### src/verilog/h80_pkg.sv
package h80_pkg;

   localparam int word_w   = 16;  // register, data and address width
   localparam int num_regs = 16;  // general registers

   typedef logic [word_w-1:0] word_t;
   typedef logic [3:0]        reg_num_t;

   // flag register bit positions
   localparam int flag_zero     = 0;
   localparam int flag_carry    = 1;
   localparam int flag_sign     = 2;
   localparam int flag_overflow = 3;

   typedef logic [3:0] flags_t;

   // word bus commands, as coded in ins[11:9]
   localparam logic [2:0] bus_cmd_write_w = 3'b010;
   localparam logic [2:0] bus_cmd_read_w  = 3'b011;

   typedef struct packed {
      logic  strobe;  // one-cycle request
      logic  write;   // 1 = store, 0 = read
      word_t addr;
      word_t wdata;
   } bus_req_t;

   typedef enum logic [2:0] {
      alu_add,
      alu_sub,
      alu_and,
      alu_or,
      alu_xor,
      alu_cp
   } alu_op_t;

   typedef enum logic [2:0] {
      op_nop,
      op_halt,
      op_load_imm,
      op_load_mem,
      op_store_mem,
      op_move,
      op_jump,
      op_alu
   } op_kind_t;

   typedef struct packed {
      op_kind_t   kind;
      alu_op_t    alu_op;
      reg_num_t   dst;
      reg_num_t   src_a;
      reg_num_t   src_b;
      word_t      imm;       // already extended to word width
      logic       cond;      // jump depends on a flag
      logic [1:0] flag_sel;
      logic       sense;     // jump when flag equals this
   } op_t;

   typedef struct packed {
      word_t  result;
      flags_t flags;
   } alu_out_t;

   typedef struct packed {
      logic     en;
      reg_num_t num;
      word_t    data;
   } reg_wr_t;

endpackage

### src/verilog/h80_alu.sv
`timescale 1ns/1ps

module h80_alu (
   input  h80_pkg::word_t    a,
   input  h80_pkg::word_t    b,
   input  h80_pkg::alu_op_t  op,
   output h80_pkg::alu_out_t out
);

   import h80_pkg::*;

   localparam int sb = word_w - 1;  // sign bit

   logic [word_w:0] a_x;
   logic [word_w:0] b_x;
   logic [word_w:0] res;  // extra bit catches carry/borrow

   assign a_x = {1'b0, a};
   assign b_x = {1'b0, b};

   always_comb begin
      case (op)
         alu_add:         res = a_x + b_x;
         alu_sub, alu_cp: res = a_x - b_x;
         alu_and:         res = a_x & b_x;
         alu_or:          res = a_x | b_x;
         alu_xor:         res = a_x ^ b_x;
         default:         res = '0;
      endcase
   end

   always_comb begin
      out.result                = res[sb:0];
      out.flags[flag_zero]      = (res[sb:0] == '0);
      out.flags[flag_sign]      = res[sb];
      case (op)
         alu_add: begin
            out.flags[flag_carry]    = res[word_w];
            out.flags[flag_overflow] = (a[sb] == b[sb]) && (res[sb] != a[sb]);
         end
         alu_sub, alu_cp: begin
            out.flags[flag_carry]    = res[word_w];  // borrow
            out.flags[flag_overflow] = (a[sb] != b[sb]) && (res[sb] != a[sb]);
         end
         default: begin
            // logic ops report even parity in the overflow bit
            out.flags[flag_carry]    = 1'b0;
            out.flags[flag_overflow] = ~^res[sb:0];
         end
      endcase
   end

endmodule

### src/verilog/h80_control.sv
`timescale 1ns/1ps

module h80_control (
   input  logic              clk,
   input  logic              reset,
   input  h80_pkg::op_t      op,
   input  h80_pkg::word_t    rd_a,
   input  h80_pkg::word_t    rd_b,
   input  h80_pkg::alu_out_t alu_out,
   input  h80_pkg::word_t    bus_rdata,
   output h80_pkg::reg_wr_t  reg_wr,
   output h80_pkg::bus_req_t bus_req,
   output logic              halted
);

   import h80_pkg::*;

   typedef enum logic [1:0] {st_fetch, st_exec, st_mem, st_halt} state_t;

   state_t   state;
   word_t    pc;
   flags_t   flags;
   reg_num_t load_dst;  // destination of the pending load
   logic     jump_taken;
   word_t    next_pc;

   assign jump_taken = (op.kind == op_jump) &&
                       (!op.cond || (flags[op.flag_sel] == op.sense));
   assign next_pc    = jump_taken ? rd_a : pc + word_t'(2);

   always_comb begin
      bus_req = '0;
      case (state)
         st_fetch: begin
            bus_req.strobe = 1'b1;
            bus_req.addr   = pc;
         end
         st_exec: begin
            bus_req.strobe = (op.kind == op_load_mem) || (op.kind == op_store_mem);
            bus_req.write  = (op.kind == op_store_mem);
            bus_req.addr   = rd_b;
            bus_req.wdata  = rd_a;
         end
         default: bus_req = '0;
      endcase
   end

   always_comb begin
      reg_wr = '0;
      if (state == st_exec) begin
         reg_wr.num = op.dst;
         case (op.kind)
            op_load_imm: {reg_wr.en, reg_wr.data} = {1'b1, op.imm};
            op_move:     {reg_wr.en, reg_wr.data} = {1'b1, rd_a};
            op_alu:      {reg_wr.en, reg_wr.data} = {op.alu_op != alu_cp, alu_out.result};
            default:     reg_wr.en = 1'b0;
         endcase
      end else if (state == st_mem) begin
         reg_wr.en   = 1'b1;
         reg_wr.num  = load_dst;
         reg_wr.data = bus_rdata;
      end
   end

   always_ff @(posedge clk) begin
      if (reset) begin
         state  <= st_halt;  // idle until reset falls, halted stays low
         pc     <= '0;
         flags  <= '0;
         halted <= 1'b0;
      end else begin
         case (state)
            st_fetch: state <= st_exec;
            st_exec: begin
               pc <= next_pc;
               if (op.kind == op_alu) begin
                  flags <= alu_out.flags;
               end
               case (op.kind)
                  op_halt: begin
                     state  <= st_halt;
                     halted <= 1'b1;
                  end
                  op_load_mem: state <= st_mem;
                  default:     state <= st_fetch;
               endcase
            end
            st_mem: state <= st_fetch;
            default: begin
               if (!halted) begin
                  state <= st_fetch;  // first fetch after reset
               end
            end
         endcase
      end
   end

   always_ff @(posedge clk) begin
      if (state == st_exec && op.kind == op_load_mem) begin
         load_dst <= op.dst;
      end
   end

endmodule

### src/verilog/h80_cpu.sv
`timescale 1ns/1ps

module h80_cpu (
   input  logic              clk,
   input  logic              reset,
   input  h80_pkg::word_t    bus_rdata,
   output h80_pkg::bus_req_t bus_req,
   output logic              halted
);

   import h80_pkg::*;

   op_t      op;
   word_t    rd_a;
   word_t    rd_b;
   alu_out_t alu_out;
   reg_wr_t  reg_wr;

   h80_decode decode_i (
      .ins (bus_rdata),  // instruction word during exec
      .op  (op)
   );

   h80_regfile regfile_i (
      .clk   (clk),
      .reset (reset),
      .src_a (op.src_a),
      .src_b (op.src_b),
      .wr    (reg_wr),
      .rd_a  (rd_a),
      .rd_b  (rd_b)
   );

   h80_alu alu_i (
      .a   (rd_a),
      .b   (rd_b),
      .op  (op.alu_op),
      .out (alu_out)
   );

   h80_control control_i (
      .clk       (clk),
      .reset     (reset),
      .op        (op),
      .rd_a      (rd_a),
      .rd_b      (rd_b),
      .alu_out   (alu_out),
      .bus_rdata (bus_rdata),
      .reg_wr    (reg_wr),
      .bus_req   (bus_req),
      .halted    (halted)
   );

endmodule

### src/verilog/h80_decode.sv
`timescale 1ns/1ps

module h80_decode (
   input  h80_pkg::word_t ins,
   output h80_pkg::op_t   op
);

   import h80_pkg::*;

   always_comb begin
      op       = '0;           // nop unless matched
      op.dst   = ins[11:8];
      op.src_a = ins[7:4];
      op.src_b = ins[3:0];

      casez (ins)
         16'h0000: op.kind = op_nop;
         16'h0001: op.kind = op_halt;
         16'b0000_0001_1110_zzzz: begin  // JP R
            op.kind  = op_jump;
            op.src_a = ins[3:0];
         end
         16'b0000_0011_0zzz_zzzz: begin  // JPN f / JP f, target in R
            op.kind     = op_jump;
            op.cond     = 1'b1;
            op.sense    = ins[6];
            op.flag_sel = ins[5:4];
            op.src_a    = ins[3:0];
         end
         16'h1zzz: begin  // zero-extended immediate
            op.kind = op_load_imm;
            op.imm  = {8'h00, ins[7:0]};
         end
         16'h2zzz: begin  // sign-extended immediate
            op.kind = op_load_imm;
            op.imm  = {{8{ins[7]}}, ins[7:0]};
         end
         16'b0011_110z_zzzz_zzzz: begin  // move reg[a] to reg[b]
            op.kind  = op_move;
            op.src_a = ins[7:4];
            op.dst   = ins[3:0];
         end
         16'b0011_111z_zzzz_zzzz: begin  // move reg[b] to reg[a]
            op.kind  = op_move;
            op.src_a = ins[3:0];
            op.dst   = ins[7:4];
         end
         16'b0011_zzz0_zzzz_zzzz: begin  // memory bus access, address in reg[b]
            op.dst = ins[7:4];
            if (ins[11:9] == bus_cmd_write_w) begin
               op.kind = op_store_mem;
            end else if (ins[11:9] == bus_cmd_read_w) begin
               op.kind = op_load_mem;
            end
         end
         16'b1zzz_zzzz_zzzz_zzzz: begin  // three-register ops
            op.kind = op_alu;
            case (ins[14:12])
               3'h0:    op.alu_op = alu_add;
               3'h1:    op.alu_op = alu_sub;
               3'h4:    op.alu_op = alu_and;
               3'h5:    op.alu_op = alu_or;
               3'h6:    op.alu_op = alu_xor;
               3'h7:    op.alu_op = alu_cp;
               default: op.kind   = op_nop;  // MUL/DIV not built
            endcase
         end
         default: op.kind = op_nop;
      endcase
   end

endmodule

### src/verilog/h80_regfile.sv
`timescale 1ns/1ps

module h80_regfile (
   input  logic              clk,
   input  logic              reset,
   input  h80_pkg::reg_num_t src_a,
   input  h80_pkg::reg_num_t src_b,
   input  h80_pkg::reg_wr_t  wr,
   output h80_pkg::word_t    rd_a,
   output h80_pkg::word_t    rd_b
);

   import h80_pkg::*;

   word_t regs [num_regs];

   always_ff @(posedge clk) begin
      if (reset) begin
         for (int i = 0; i < num_regs; i++) begin
            regs[i] <= '0;
         end
      end else if (wr.en) begin
         regs[wr.num] <= wr.data;
      end
   end

   // asynchronous read ports
   assign rd_a = regs[src_a];
   assign rd_b = regs[src_b];

endmodule
### config.mk
export PLATFORM = sky130hd
export DESIGN_NAME = h80_cpu
export DESIGN_NICKNAME = d
export VERILOG_FILES = /design/src/verilog/h80_pkg.sv /design/src/verilog/h80_alu.sv /design/src/verilog/h80_control.sv /design/src/verilog/h80_cpu.sv /design/src/verilog/h80_decode.sv /design/src/verilog/h80_regfile.sv
export SDC_FILE = /design/constraint.sdc
export NUM_CORES = 1
export LEC_CHECK = 0
export ABC_AREA = 1
export BUFFER_PORTS_ARGS = -buffer_cell sky130_fd_sc_hd__buf_2
export CORE_ASPECT_RATIO = 1.75
export CORE_UTILIZATION = 64
export DETAILED_ROUTE_END_ITERATION = 8
export PLACE_DENSITY = 0.85
export REMOVE_ABC_BUFFERS = 1
export SLEW_MARGIN = 10
export SYNTH_ARGS = -nofsm -noshare
export SYNTH_HDL_FRONTEND = slang
export SYNTH_HIERARCHICAL = 1
export SYNTH_SLANG_ARGS = --single-unit
export TNS_END_PERCENT = 5
### constraint.sdc
create_clock -name clk -period 6.3 [get_ports clk]
set_clock_uncertainty 0.15 [all_clocks]
set_input_delay 0.63 -clock clk [delete_from_list [all_inputs] [get_ports clk]]
set_output_delay 0.63 -clock clk [all_outputs]
set_load 0.02 [all_outputs]
==> out/metrics.yaml <==
outcome:
  status: "finished clean"
setup_path:
  crit_path_top_delay_cell: "ha_1"
  critPathCaptureType: "flop"
  crit_path_start_kind: "primary input"
  worst_ep_required_time_ps: 6460
  cp_top_family: "simple AND/OR/NAND/NOR gates"
  cp.buffers_inverters: 6
  crit_top_cell: "nand3_1"
  path_max_fanout: 30
  max_stage_delay_ps: 440
  worstSetupPathType: "in2reg"
  arrival_ps: 6070
pwr:
  switching_share: 0.350
  pwr-share-clk: 0.307
  p_int_uw: 3530
  p_seq_frac: 0.393
  ir_drop_mv: 0.290
  p_leak_uw: 0.0101
  power.density_nw_per_um2: 249
  p_switching_uw: 1900
  combPwrFrac: 0.299
route:
  wl_met2_mm: 34.4
  first_pass_iters: 6
  drc_errors: 0
  ant_nets: 0
  wl_per_cell_um: 23.0
  via_per_inst: 6.29
  drt_wl_total_mm: 75.6
  wl_met3_mm: 10.3
  vias: 20600
  initialDrtViolationCount: 3152
  highest_layer: "met5"
  wl_met1_mm: 23.6
logic_synthesis:
  synth_flop_cell: "edfxtp_1"
  synthCells: 2889
  synth_top_cells_by_area: "edfxtp_1, nand2_1, nand3_1"
  ys_ff_latch: 283
  synth_area_um2: 20400
  synth_edf_count: 260
  ys_types: 50
  synth_top_area_share: 0.383
  synthArstFlopShare: 0
  ys.warnings.count: 6
  yosysSeqAreaShare: 0.405
  yosys.area.top_type: "edfxtp_1"
  syn_avg_cell_area_um2: 7.06
final_layout:
  antenna_cells: 0
  stdcell_count: 3280
  area_growth_pct: 6.97
  final_common_cell: "nand2_1"
  fin_nets: 2942
  final_cell_mix: "nand2_1, nand3_1, inv_1, nor2_1, edfxtp_1"
  drive_gt1_frac: 0.0950
  fillCellCount: 2609
timing:
  whs_ps: 218
  maxSlewViolCount: 0
  hold_violations: 0
  grt_setup_unrepaired: "no"
  period_share: 0.938
  slew_headroom: 0.226
  worst_slew_pin_slew_ps: 1160
  finalSetupViolCount: 0
  fin_crit_ps: 5910
  clock.fmax_ghz: 0.169
die:
  core_area_um2: 31400
  fp-row-count: 86
  ios: 53
  start_util: 0.649
  die_h_um: 238
  die_w_um: 137
  die_area_um2: 32600
clock_network:
  cts.sinks: 283
  cts_resized: 0
  cts_made_buffers: 27
  cts-htree-levels: 1
  hold_buffers: 0
  cts_buffer_depth: 3
  post_cts_buffers: 0
  clk_latency_ps: 570
  clockRootBuffer: "clkbuf_16"
  tritoncts: "built"
  path_clk_slew_ps: 70
global_route:
  antenna_found_initial: 2
  first_global_vias: 19900
  grt_pass1_wl_mm: 113
  gr-total-overflow: 0
  grt_start_max_net_pins: 129
  grtUsageTotal: 0.470
place:
  place.gp.congestion: 0.998
  port_buffers: 52
  place_inst: 3232
  dp.final_hpwl_mm: 49.8
hold_path:
  min_path_type: "in2reg"
flow_run:
  maxCapViolCount: 0
==> stage by stage <==
step                       TNS, ps  area, um2  power [uW]  setup WS, ps   util
final                            0      21800        5430           389  0.695
after global routing             0      21800        5630          33.9  0.695
after CTS                        0      21800        5360           643  0.695
after floorplan           -1557400      19500        3190         -5810      -
after global placement           0      21000        3700           125  0.667
after detailed placement         0      21000        3730          95.5  0.667
==> state kept, by name, summed over array words and instances (netlist names) <==
signal,flops
regfile_i/regs,256
control_i/pc,16
control_i/halted,1
control_i/state,2
control_i/flags,4
control_i/load_dst,4
==> worst paths after layout <==
path	start	endpoint	slack, ps	cells after the start
min	reset	control_i/halted$_SDFFE_PP0P_	220	2
max	bus_rdata[7]	regfile_i/regs[1][12]$_SDFFCE_PN0P_	390	27
max reg2reg	regfile_i/regs[5][1]$_SDFFCE_PN0P_	regfile_i/regs[1][12]$_SDFFCE_PN0P_	710	27
min reg2reg	control_i/halted$_SDFFE_PP0P_	control_i/halted$_SDFFE_PP0P_	320	2
==> cell usage after synthesis, types with 8 or more instances <==
cell type / count
buf_1: 35
buf_2: 38
nand3_2: 10
dfxtp_1: 23
nand3_1: 522
nand2_2: 27
a221oi_1: 21
nor2_2: 12
o21ai_0: 61
inv_1: 420
nand4_1: 19
ha_1: 58
xor2_1: 22
a21oi_1: 28
buf_4: 19
buf_6: 15
edfxtp_1: 260
nand2_1: 753
xnor2_1: 8
nor3_4: 8
inv_2: 25
nor2_1: 382
clkbuf_1: 65
==> cell type report <==
type                    count  area [um2]  area share
flip-flops and latches    283        8270       0.379
inverters                 449        1700      0.0780
repair buffers            119         903      0.0414
clock buffers              31         691      0.0316
clock inverters            17         180     0.00826
well taps                 396         495      0.0227
multi-input cells        1985        9580       0.439
==> cell families (layout without fill, tap and decap cells) <==
| kind of cell | after synthesis | in the layout | share of synthesized area |
|---|---|---|---|
| adders and majority gates | 59 | 59 | 0.0366 |
| buffers and inverters | 621 | 616 | 0.126 |
| and+or+nand+nor | 1761 | 1761 | 0.378 |
| AOI/OAI and AO/OA | 135 | 135 | 0.0412 |
| DFF | 283 | 283 | 0.405 |
| xor gates and xnor gates | 30 | 30 | 0.0129 |
==> metal layers <==
metal  track usage  vias to the layer above
li1              -                     9152
met3         0.144                      497
met5       0.00794                        -
met4         0.400                        4
met2         0.734                     1618
met1         0.512                     9346
==> power groups by stage <==
stage / sequential [uW] / combinational, uW / clock (uW)
5_1_grt: 2140 / 1760 / 1720
2_1_floorplan: 2170 / 1020 / 0
4_1_cts: 2140 / 1560 / 1660
3_5_place_dp: 2180 / 1550 / 0
6_report: 2140 / 1630 / 1670
3_3_place_gp: 2170 / 1530 / 0
Power figures use the tool's default switching activity.
